--- src/verilog/fpi_isa_pkg.sv ---
package fpi_isa_pkg;

   // Data and register index widths
   localparam int XLEN       = 32;
   localparam int REG_ADDR_W = 5;

   typedef logic [XLEN-1:0]       word_t;
   typedef logic [REG_ADDR_W-1:0] reg_addr_t;

   // R-type layout, also covers FLW and FSW fields used here
   typedef struct packed {
      logic [6:0] funct7;
      reg_addr_t  rs2;
      reg_addr_t  rs1;
      logic [2:0] funct3;
      reg_addr_t  rd;
      logic [6:0] opcode;
   } f_instr_s;

   // Major opcodes
   localparam logic [6:0] OPC_OP_FP    = 7'b1010011;
   localparam logic [6:0] OPC_LOAD_FP  = 7'b0000111;
   localparam logic [6:0] OPC_STORE_FP = 7'b0100111;

   // funct7 groups for single precision
   localparam logic [6:0] F7_SGNJ    = 7'b0010000;
   localparam logic [6:0] F7_MINMAX  = 7'b0010100;
   localparam logic [6:0] F7_CMP     = 7'b1010000;
   localparam logic [6:0] F7_MV_X_W  = 7'b1110000;
   localparam logic [6:0] F7_MV_W_X  = 7'b1111000;

   // funct3 selectors inside each group
   localparam logic [2:0] F3_SGNJ  = 3'b000;
   localparam logic [2:0] F3_SGNJN = 3'b001;
   localparam logic [2:0] F3_SGNJX = 3'b010;
   localparam logic [2:0] F3_MIN   = 3'b000;
   localparam logic [2:0] F3_MAX   = 3'b001;
   localparam logic [2:0] F3_FEQ   = 3'b010;
   localparam logic [2:0] F3_FLT   = 3'b001;
   localparam logic [2:0] F3_FLE   = 3'b000;
   localparam logic [2:0] F3_MV    = 3'b000;
   // Width field of FLW and FSW
   localparam logic [2:0] F3_WORD  = 3'b010;

endpackage

--- src/verilog/fpi_pipe_pkg.sv ---
package fpi_pipe_pkg;

   // Operation select for the FIU
   typedef enum logic [3:0] {
      NONE,
      SGNJ,
      SGNJN,
      SGNJX,
      MIN,
      MAX,
      EQ,
      LT,
      LE,
      MV_X,
      MV_F
   } fiu_op_e;

   // Control bits produced by the decoder
   typedef struct packed {
      logic    op_reads_rf1;
      logic    op_writes_frf;
      logic    op_writes_rf;
      logic    is_load_op;
      logic    is_store_op;
      fiu_op_e fiu_op;
   } f_decode_s;

   // ID holds the raw word so rs1, rs2 and rd stay available
   typedef struct packed {
      fpi_isa_pkg::f_instr_s f_instruction;
      f_decode_s             f_decode;
   } f_id_s;

   typedef struct packed {
      f_decode_s              f_decode;
      fpi_isa_pkg::reg_addr_t frd_addr;
      fpi_isa_pkg::word_t     frs1_val;
      fpi_isa_pkg::word_t     frs2_val;
   } f_exe_s;

   typedef struct packed {
      logic                   op_writes_frf;
      logic                   is_load_op;
      fpi_isa_pkg::reg_addr_t frd_addr;
      fpi_isa_pkg::word_t     fiu_result;
   } f_mem_s;

   // Shared by WB and WB1
   typedef struct packed {
      logic                   op_writes_frf;
      fpi_isa_pkg::reg_addr_t frd_addr;
      fpi_isa_pkg::word_t     frf_data;
   } f_wb_s;

endpackage

--- src/verilog/float_decode.sv ---
`timescale 1ns/1ps

module float_decode
(
   input  fpi_isa_pkg::f_instr_s   f_instruction_i,
   output fpi_pipe_pkg::f_decode_s f_decode_o
);

   import fpi_isa_pkg::*;
   import fpi_pipe_pkg::*;

   fiu_op_e fiu_op;
   logic    is_load;
   logic    is_store;

   // Pick the FIU operation from opcode, funct7 and funct3
   always_comb
   begin
      fiu_op   = NONE;
      is_load  = 1'b0;
      is_store = 1'b0;
      case (f_instruction_i.opcode)
         OPC_LOAD_FP:
            is_load = (f_instruction_i.funct3 == F3_WORD);
         OPC_STORE_FP:
            is_store = (f_instruction_i.funct3 == F3_WORD);
         OPC_OP_FP:
         begin
            case (f_instruction_i.funct7)
               F7_SGNJ:
               begin
                  case (f_instruction_i.funct3)
                     F3_SGNJ:  fiu_op = SGNJ;
                     F3_SGNJN: fiu_op = SGNJN;
                     F3_SGNJX: fiu_op = SGNJX;
                     default:  fiu_op = NONE;
                  endcase
               end
               F7_MINMAX:
               begin
                  if (f_instruction_i.funct3 == F3_MIN)
                     fiu_op = MIN;
                  else if (f_instruction_i.funct3 == F3_MAX)
                     fiu_op = MAX;
               end
               F7_CMP:
               begin
                  case (f_instruction_i.funct3)
                     F3_FEQ:  fiu_op = EQ;
                     F3_FLT:  fiu_op = LT;
                     F3_FLE:  fiu_op = LE;
                     default: fiu_op = NONE;
                  endcase
               end
               F7_MV_X_W:
                  if (f_instruction_i.funct3 == F3_MV)
                     fiu_op = MV_X;
               F7_MV_W_X:
                  if (f_instruction_i.funct3 == F3_MV)
                     fiu_op = MV_F;
               default:
                  fiu_op = NONE;
            endcase
         end
         default:
            fiu_op = NONE;
      endcase
   end

   // Flags follow from the operation, unknown words end up as NOP
   always_comb
   begin
      f_decode_o.fiu_op        = fiu_op;
      f_decode_o.is_load_op    = is_load;
      f_decode_o.is_store_op   = is_store;
      // Only FMV.W.X sources the integer register file
      f_decode_o.op_reads_rf1  = (fiu_op == MV_F);
      // Compares and FMV.X.W land in an integer register
      f_decode_o.op_writes_rf  = (fiu_op inside {EQ, LT, LE, MV_X});
      f_decode_o.op_writes_frf = is_load
                                 || (fiu_op inside {SGNJ, SGNJN, SGNJX, MIN, MAX, MV_F});
   end

endmodule

--- src/verilog/fiu.sv ---
`timescale 1ns/1ps

module fiu
(
   input  fpi_isa_pkg::word_t    frs1_i,
   input  fpi_isa_pkg::word_t    frs2_i,
   input  fpi_pipe_pkg::fiu_op_e op_i,
   output fpi_isa_pkg::word_t    result_o
);

   import fpi_isa_pkg::*;
   import fpi_pipe_pkg::*;

   // Canonical quiet NaN for single precision
   localparam word_t CANON_NAN = 32'h7FC0_0000;

   logic a_sign;
   logic b_sign;
   logic a_nan;
   logic b_nan;
   logic any_nan;
   logic both_zero;
   logic a_lt_b;
   logic feq;
   logic flt;
   logic fle;
   word_t fmin;
   word_t fmax;

   assign a_sign = frs1_i[XLEN-1];
   assign b_sign = frs2_i[XLEN-1];

   // Exponent all ones with a nonzero fraction
   assign a_nan   = (frs1_i[30:23] == 8'hFF) && (frs1_i[22:0] != '0);
   assign b_nan   = (frs2_i[30:23] == 8'hFF) && (frs2_i[22:0] != '0);
   assign any_nan = a_nan | b_nan;

   // +0 and -0 together
   assign both_zero = (frs1_i[30:0] == '0) && (frs2_i[30:0] == '0);

   // Sign-magnitude order, -0 sits below +0 here
   always_comb
   begin
      if (a_sign != b_sign)
         a_lt_b = a_sign;
      else if (!a_sign)
         a_lt_b = frs1_i[30:0] < frs2_i[30:0];
      else
         a_lt_b = frs1_i[30:0] > frs2_i[30:0];
   end

   // IEEE compares treat the two zeros as equal
   assign feq = !any_nan && ((frs1_i == frs2_i) || both_zero);
   assign flt = !any_nan && a_lt_b && !both_zero;
   assign fle = flt | feq;

   // A single NaN operand yields the other one
   always_comb
   begin
      if (a_nan && b_nan)
      begin
         fmin = CANON_NAN;
         fmax = CANON_NAN;
      end
      else if (a_nan)
      begin
         fmin = frs2_i;
         fmax = frs2_i;
      end
      else if (b_nan)
      begin
         fmin = frs1_i;
         fmax = frs1_i;
      end
      else
      begin
         fmin = a_lt_b ? frs1_i : frs2_i;
         fmax = a_lt_b ? frs2_i : frs1_i;
      end
   end

   // Result select
   always_comb
   begin
      case (op_i)
         SGNJ:        result_o = {b_sign, frs1_i[30:0]};
         SGNJN:       result_o = {~b_sign, frs1_i[30:0]};
         SGNJX:       result_o = {a_sign ^ b_sign, frs1_i[30:0]};
         MIN:         result_o = fmin;
         MAX:         result_o = fmax;
         EQ:          result_o = {{(XLEN-1){1'b0}}, feq};
         LT:          result_o = {{(XLEN-1){1'b0}}, flt};
         LE:          result_o = {{(XLEN-1){1'b0}}, fle};
         // Moves are bit copies of rs1
         MV_X, MV_F:  result_o = frs1_i;
         default:     result_o = '0;
      endcase
   end

endmodule

--- src/verilog/frf_2r1w.sv ---
`timescale 1ns/1ps

module frf_2r1w
#(
   parameter int width_p = 32,
   parameter int els_p   = 32
)
(
   input  logic                     clk,
   input  logic                     w_v_i,
   input  logic [$clog2(els_p)-1:0] w_addr_i,
   input  logic [width_p-1:0]       w_data_i,
   input  logic [$clog2(els_p)-1:0] r0_addr_i,
   output logic [width_p-1:0]       r0_data_o,
   input  logic [$clog2(els_p)-1:0] r1_addr_i,
   output logic [width_p-1:0]       r1_data_o
);

   // Storage array, contents survive reset
   logic [width_p-1:0] regs [els_p];

   always_ff @(posedge clk)
   begin
      if (w_v_i)
         regs[w_addr_i] <= w_data_i;
   end

   // Write-through so a read in the write cycle sees new data
   assign r0_data_o = (w_v_i && (w_addr_i == r0_addr_i)) ? w_data_i : regs[r0_addr_i];
   assign r1_data_o = (w_v_i && (w_addr_i == r1_addr_i)) ? w_data_i : regs[r1_addr_i];

endmodule

--- src/verilog/fpi.sv ---
`timescale 1ns/1ps

module fpi
(
   input  logic                  clk,
   input  logic                  reset,
   input  fpi_isa_pkg::f_instr_s f_instruction_i,
   input  logic                  alu_stall_i,
   input  logic                  alu_flush_i,
   input  fpi_isa_pkg::word_t    rf_rs1_i,
   input  fpi_isa_pkg::word_t    flw_data_i,
   output fpi_isa_pkg::word_t    exe_int_result_o,
   output fpi_isa_pkg::word_t    exe_frs2_o,
   output logic                  exe_store_op_o,
   output logic                  exe_writes_rf_o
);

   import fpi_isa_pkg::*;
   import fpi_pipe_pkg::*;

   // Float register count
   localparam int FRF_ELS = 32;

   // Stage registers
   f_id_s  id;
   f_exe_s exe;
   f_mem_s mem;
   f_wb_s  wb;
   f_wb_s  wb1;

   f_decode_s f_decode;
   word_t     frf_rs1_data;
   word_t     frf_rs2_data;
   word_t     frs1_to_exe;
   word_t     fiu_result;
   word_t     frf_data;
   logic      advance;
   logic      flush_now;
   logic      frf_w_v;

   // Any unstalled edge moves every stage
   assign advance   = ~alu_stall_i;
   // Flush only counts on an edge that advances
   assign flush_now = alu_flush_i & advance;

   // Decode the word as it arrives
   float_decode u_decode
   (
      .f_instruction_i (f_instruction_i),
      .f_decode_o      (f_decode)
   );

   // Fetch input to ID
   always_ff @(posedge clk)
   begin
      if (reset || flush_now)
         id <= '0;
      else if (advance)
         id <= '{f_instruction: f_instruction_i, f_decode: f_decode};
   end

   // WB1 writes the FRF, held off while stalled
   assign frf_w_v = wb1.op_writes_frf & advance;

   frf_2r1w
   #(
      .width_p (XLEN),
      .els_p   (FRF_ELS)
   )
   u_frf
   (
      .clk       (clk),
      .w_v_i     (frf_w_v),
      .w_addr_i  (wb1.frd_addr),
      .w_data_i  (wb1.frf_data),
      .r0_addr_i (id.f_instruction.rs1),
      .r0_data_o (frf_rs1_data),
      .r1_addr_i (id.f_instruction.rs2),
      .r1_data_o (frf_rs2_data)
   );

   // FMV.W.X takes rs1 from the integer side
   assign frs1_to_exe = id.f_decode.op_reads_rf1 ? rf_rs1_i : frf_rs1_data;

   // ID to EXE, rs2 always comes from the FRF
   always_ff @(posedge clk)
   begin
      if (reset || flush_now)
         exe <= '0;
      else if (advance)
         exe <= '{f_decode: id.f_decode, frd_addr: id.f_instruction.rd,
                  frs1_val: frs1_to_exe, frs2_val: frf_rs2_data};
   end

   fiu u_fiu
   (
      .frs1_i   (exe.frs1_val),
      .frs2_i   (exe.frs2_val),
      .op_i     (exe.f_decode.fiu_op),
      .result_o (fiu_result)
   );

   // EXE to MEM, flush leaves older stages alone
   always_ff @(posedge clk)
   begin
      if (reset)
         mem <= '0;
      else if (advance)
         mem <= '{op_writes_frf: exe.f_decode.op_writes_frf,
                  is_load_op: exe.f_decode.is_load_op,
                  frd_addr: exe.frd_addr, fiu_result: fiu_result};
   end

   // Loads pick up memory data here
   assign frf_data = mem.is_load_op ? flw_data_i : mem.fiu_result;

   // MEM to WB, then WB to WB1
   always_ff @(posedge clk)
   begin
      if (reset)
      begin
         wb  <= '0;
         wb1 <= '0;
      end
      else if (advance)
      begin
         wb  <= '{op_writes_frf: mem.op_writes_frf, frd_addr: mem.frd_addr,
                  frf_data: frf_data};
         wb1 <= wb;
      end
   end

   // Outputs to the integer core, all from EXE
   assign exe_int_result_o = fiu_result;
   assign exe_frs2_o       = exe.frs2_val;
   assign exe_store_op_o   = exe.f_decode.is_store_op;
   assign exe_writes_rf_o  = exe.f_decode.op_writes_rf;

endmodule

--- config.mk ---
export PLATFORM = sky130hd
export DESIGN_NAME = fpi
export DESIGN_NICKNAME = d
export VERILOG_FILES = /design/src/verilog/fpi_isa_pkg.sv /design/src/verilog/fpi_pipe_pkg.sv /design/src/verilog/float_decode.sv /design/src/verilog/fiu.sv /design/src/verilog/frf_2r1w.sv /design/src/verilog/fpi.sv
export SDC_FILE = /design/constraint.sdc
export NUM_CORES = 2
export LEC_CHECK = 0
export BUFFER_PORTS_ARGS = -buffer_cell sky130_fd_sc_hd__buf_2
export CORE_UTILIZATION = 60
export CTS_CLUSTER_SIZE = 30
export DETAILED_ROUTE_END_ITERATION = 10
export GPL_TIMING_DRIVEN = 0
export PLACE_DENSITY = 0.84
export SYNTH_ARGS = -nofsm -noshare
export SYNTH_HDL_FRONTEND = slang
export SYNTH_SLANG_ARGS = --single-unit
--- constraint.sdc ---
create_clock -name clk -period 4.2 [get_ports clk]
set_input_delay 0.21 -clock clk [delete_from_list [all_inputs] [get_ports clk]]
set_output_delay 0.21 -clock clk [all_outputs]
set_load 0.03 [all_outputs]
== After elaboration in Yosys (flattened, before gate mapping) ==
Memories as Yosys holds them, arrays and structs flattened. A register that Yosys moved wholly into a read port is not among the register bits.
Index checks and enable logic that the tools add are counted.

* Mux-type cells: 28
* $lt $le $gt $ge: 2
* Eq/ne operators: 35
* Reductions and logical operators: 22
* Bitwise gates (word level): 7

{| class="wikitable"
|+ Operators by type and width
! operator !! count
|-
| two-way mux 32 bit || 11
|-
| one-hot mux 32 bit (9 select lines) || 1
|-
| zero test 31 bit || 2
|-
| nonzero test 23 bit || 2
|-
| equality test 32 bit || 1
|-
| equality test 4 x 3 -> 1 bit, second input constant || 8
|-
| > comparator 31 bit || 1
|-
| < comparator 31 bit || 1
|-
| equality test 7 bit, second input constant || 4
|-
| equality test 4 bit, second input constant || 6
|-
| one-hot mux 4 bit (5 select lines) || 1
|-
| equality test 4 x 2 -> 1 bit, second input constant || 4
|-
| equality test 8 bit, second input constant || 2
|-
| two-way mux 4 bit || 4
|-
| equality test 7 x 5 -> 1 bit, second input constant || 2
|-
| one-hot mux 4 bit (3 select lines) || 1
|-
| two-way mux 5 bit || 2
|-
| equality test 4 x 1 -> 1 bit, second input constant || 2
|-
| logical AND 1 bit || 8
|-
| equality test 7 x 3 -> 1 bit, second input constant || 1
|-
| equality test 7 x 6 -> 1 bit, second input constant || 1
|-
| two-way mux 1 bit || 6
|-
| one-hot mux 2 bit (3 select lines) || 1
|-
| nonzero test 6 bit || 1
|-
| other kinds (14) || 21
|}

* Flip-flop bits (word level): 184
* Output and inout bits: 66
* Memories: 1
* Bits in writable memories: 1,024

{| class="wikitable"
|+ Memory list
! name !! words !! width !! read ports !! clocked after Yosys merged registers in !! write ports !! RTL line !! text
|-
| u_frf.regs || 32 || 32 || 2 || 2 || 1 || frf_2r1w.sv:20 || <nowiki>logic [width_p-1:0] regs [els_p];</nowiki>
|}

== Depth between registers and ports, before layout ==
* Word-level depth: 8
* Gate-level depth with buffers: 13
* Gate-level depth less buffers: 11

== By module ==
A second synthesis with hierarchy kept.

* Cell total of the unflattened synthesis: 4,370
* Area total of the unflattened synthesis: 61,406.4 µm²

{| class="wikitable"
|+ By module, submodules not included
! module !! area an instance (µm²) !! times used !! cells an instance !! sequential area each (µm²)
|-
| frf_2r1w || 49,749.0 || 1 || 3,227 || 30,749.5
|-
| fpi || 9,360.2 || 1 || 820 || 4,324.1
|-
| fiu || 1,915.6 || 1 || 272 || 0.0
|-
| float_decode || 381.6 || 1 || 51 || 0.0
|}

== Worst setup path before layout ==
No wires, ideal clock.

* Path kind: reg2out
* From: register, netlist name exe_frs2_o[16]
* To: output exe_int_result_o[10]
* Path slack: 0.605 ns
* Cell stages (with the launch flop): 14
* Arrival time: 3.385 ns
* Buffers on the path: 2
* Data required time: 3.990 ns
* Path through: dfxtp_1 > inv_1 > ha_1 > a21o_1 > a221o_1 > a211o_1 > or4_4 > or3_1 > nand3_2 > a21oi_1 > o21ai_0 > buf_2 > buf_2 > a22o_1

* Cells in the longest elaborated chain, start to end: 8
* Elaborated cells on any way between the ends: 16
* Those cells by class: 2 x order compare; 11 x mux; 3 x reduce/logical

{| class="wikitable"
|+ RTL lines
! item !! RTL line !! text
|-
| < comparator 31 bit / > comparator 31 bit (equally long branches) || fiu.sv:47, fiu.sv:49 ||
|-
| two-way mux 1 bit || fiu.sv:46 || <nowiki>else if (!a_sign)</nowiki>
|-
| two-way mux 1 bit || fiu.sv:44 || <nowiki>if (a_sign != b_sign)</nowiki>
|-
| two-way mux 32 bit (on tied branches) || fiu.sv:78, fiu.sv:77 ||
|-
| two-way mux 32 bit || fiu.sv:70 || <nowiki>else if (b_nan)</nowiki>
|-
| two-way mux 32 bit || fiu.sv:65 || <nowiki>else if (a_nan)</nowiki>
|-
| two-way mux 32 bit || fiu.sv:60 || <nowiki>if (a_nan && b_nan)</nowiki>
|-
| one-hot mux 32 bit (9 select lines) * || fiu.sv:85 || <nowiki>case (op_i)</nowiki>
|-
| end: declaration || fpi.sv:12 || <nowiki>output fpi_isa_pkg::word_t exe_int_result_o,</nowiki>
|}

Every way passes the cells marked *; elsewhere a longest branch is shown, timed or not.

== Final worst setup path ==
* From: register, netlist name exe_frs2_o[15]
* To: output exe_int_result_o[1]

* Cells in the longest elaborated chain, start to end: 8
* Elaborated cells on any way between the ends: 16
* Those cells by class: 2 x order compare; 11 x mux; 3 x reduce/logical

{| class="wikitable"
|+ RTL lines
! item !! RTL line
|-
| < comparator 31 bit / > comparator 31 bit (equally long branches) || fiu.sv:47, fiu.sv:49
|-
| two-way mux 1 bit || fiu.sv:46
|-
| two-way mux 1 bit || fiu.sv:44
|-
| two-way mux 32 bit (on tied branches) || fiu.sv:78, fiu.sv:77
|-
| two-way mux 32 bit || fiu.sv:70
|-
| two-way mux 32 bit || fiu.sv:65
|-
| two-way mux 32 bit || fiu.sv:60
|-
| one-hot mux 32 bit (9 select lines) * || fiu.sv:85
|}

Marks and branches as above.

==> results.cfg <==
[timing]
fmax_ghz = 0.222
fin_hold_ws_ps = 20.7
finalCritPeriodShare_pct = 107
finalWorstSetupSlack_ps = -295
max-slew-margin-rel_pct = -4.86
skew_ps = 39.7
hold_viol = 0
tightest_slew_ps = 1570
fin_crit_ps = 4490
slew_viol_final = 227
setup_violations = 39
rsz0062_at_grt = yes

[status]
outcome = complete, but fails checks
violations = max-capacitance violations, max-slew violations, negative setup slack

[grt]
antenna_found_initial = 18
grt_pass1_vias = 40100
grt_overflow = 0
grt_max_degree = 36
grt_pass1_wl_mm = 288
grt_use_total_pct = 42.1

[cts]
cts_tree = yes
clk_path_buf_depth = 3
clkTransAtPathRegs_ps = 60
numCtsBuffers = 118
clockRootBuffer = clkbuf_16
h-tree-depth = 3
clk_latency_ps = 760
cts_sinks = 1245

[logic_synthesis]
synthTopCellsByArea = edfxtp_1 (53%), mux4_2 (25%), dfxtp_1 (7.7%)
synth_top_cell_area_share_pct = 53.3
synth.most_common_cell = edfxtp_1
syn_area_um2 = 57600
synth_common_cells = edfxtp_1 (1,024), mux4_2 (640), nor2_1 (326)
seq_area_frac_synth_pct = 61.0
synth_edf_count = 1024
synth_cells = 3299
synth_warnings = 0
ys_types = 67
synth-seq-cells = 1245
ys.flop_type = edfxtp_1
syn_area_per_cell_um2 = 17.5
yosysTopAreaCell = edfxtp_1
async_flop_share_pct = 0
syn_nets = 3432

[floorplanning]
core_area_um2 = 95000
start_util_pct = 60.7
die_area_um2 = 97300
rows = 113
ios = 166
die_y_um = 312
fp.dieW_um = 312

[detailed_routing]
vias_per_cell = 7.90
drt_first_pass_iters = 9
drt-initial-drc-count = 8097
wl_per_cell_um = 40.5
wl_mm = 207
vias = 40300
drc = 0
postRouteAntennaNets = 0

[critical_path]
endpoint_kind = output port
path_class = flip-flop to output port
crit_chain = inv_1, ha_1, a21o_1, a221o_1, a211o_1, or4_4, or3_4, nand3_4, a21oi_2, o21ai_2, buf_6, buf_8, a22o_1, buf_6
crit_path_frequent_cell = buf_6
cp_max_fo = 6
worst-r2r-cell-count = 8
worst_setup_path_start_kind = flip-flop
cp_data_required_time_ps = 3990
crit_arrival_ps = 4280
rr_endpoint = exe[35]
r2r_slack_ps = -160
slowest_stage = or4_4
slowest_delay_ps = 590

[power]
power_uw = 26000
power.leakage_uw = 0.0240
power.density_nw_per_um2 = 389
peakVddDrop_mv = 0.413

[placement]
hpwl_mm = 129
port-buffer-count = 163
gp_congestion = 0.963
place_ws_ps = -661

[min_path]
holdPathEnd = id[1]
hp-start = f_instruction_i[3]
hold_class = primary input to flip-flop
holdPathStages = 6

[finish]
layout-drive-gt1-share_pct = 32.5
area_growth_pct = 16.1
nets = 3850

[flow_run]
cap_violations = 7
layer usage:
| layer | vias up | share of wire (%) | track usage, % |
|---|---|---|---|
| li1 | 14500 | - | - |
| met1 | 19400 | 28 | 47.2 |
| met4 | 18 | 10 | 33.1 |
| met3 | 1491 | 16 | 15.6 |
| met2 | 4898 | 45 | 65.3 |
| met5 | - | 0.11 | 0 |
per-stage QoR:
stage	cell area (µm²)	util (%)	setup TNS [ps]	cells
3_3_place_gp	60000	63.2	-1108900	4727
2_1_floorplan	57600	-	0	3299
4_1_cts	66500	70.0	-4650	5073
3_5_place_dp	61100	64.3	-30170	4761
5_1_grt	66900	70.4	-7550	5089
6_report	66900	70.4	-7290	5099
area by class of cell:
type | instances | area, µm²
sequential | 1245 | 35200
fill | 5356 | 28100
multi-input combinational | 1725 | 21500
clock buffer | 157 | 3330
timing repair buffer | 299 | 2830
tap | 1265 | 1580
buffer | 285 | 1480
clock inverter | 67 | 748
inverter | 43 | 164
antenna | 13 | 32.5
layout by cell type (no fill, tap or decap), types with 46 or more instances in the layout:
| cell | instances |
|---|---|
| nand2_1 | 91 |
| clkbuf_16 | 126 |
| edfxtp_1 | 1024 |
| clkbuf_1 | 173 |
| buf_4 | 46 |
| buf_2 | 153 |
| mux4_2 | 640 |
| dlygate4sd3_1 | 86 |
| dfxtp_1 | 195 |
| a21oi_1 | 148 |
| mux2i_1 | 145 |
| nor2_1 | 294 |
| a211oi_1 | 68 |
logic make-up (layout without fill, tap and decap cells):
kind of cell / after synthesis / after routing / synth area share (%)
buf+inv: 329 / 851 / 2.39
simple gates: 566 / 566 / 4.30
xor+xnor: 10 / 10 / 0.152
compound gates: 330 / 330 / 3.87
fa+ha+maj: 33 / 33 / 0.716
mux: 786 / 786 / 27.5
other cells: 0 / 13 / 0
flops: 1245 / 1245 / 61.0
flip-flops by register name, summed over array words and instances, names as in the netlist, named ones only:
register and count:
exe_frs2_o 32, wb 38, wb1 38, exe_store_op_o 1
exe_writes_rf_o 1, id 24, u_frf.regs 1024, exe 43
mem 39
where the power goes:
| group | switching [µW] | internal [µW] |
|---|---|---|
| Clock | 5020 | 6440 |
| Sequential | 47.9 | 13200 |
| Combinational | 819 | 485 |
worst max-delay path: cells and delay by family, from the launching register on:
kind / cells / cell delay, ps
adders and majority gates: 1 / 190
and+or+nand+nor: 3 / 1090
AOI/OAI and AO/OA: 6 / 1330
DFF: 1 / 390
buffers and inverters: 4 / 550
timing repair:
item,4_1_cts,5_1_grt
cloned,0,2
buffers inserted,2,11
pin swaps,2,37
endpoints found under the hold margin,90,0
hold buffers,86,0
setup endpoints to repair,124,88
gates resized for setup,151,117
worst max path at each step:
stage                        start                   end  slack, ps  cells past startpoint
floorplan           exe_frs2_o[16]  exe_int_result_o[10]        600                     13
global placement            id[29]        exe_frs2_o[31]      -2370                     11
detailed placement       flip-flop               exe[35]       -660                      9
CTS                 exe_frs2_o[16]  exe_int_result_o[22]       -180                     12
global route        exe_frs2_o[15]   exe_int_result_o[1]       -320                     14
finish              exe_frs2_o[15]   exe_int_result_o[1]       -290                     14
Note: power is estimated with default switching activity, not from simulation.
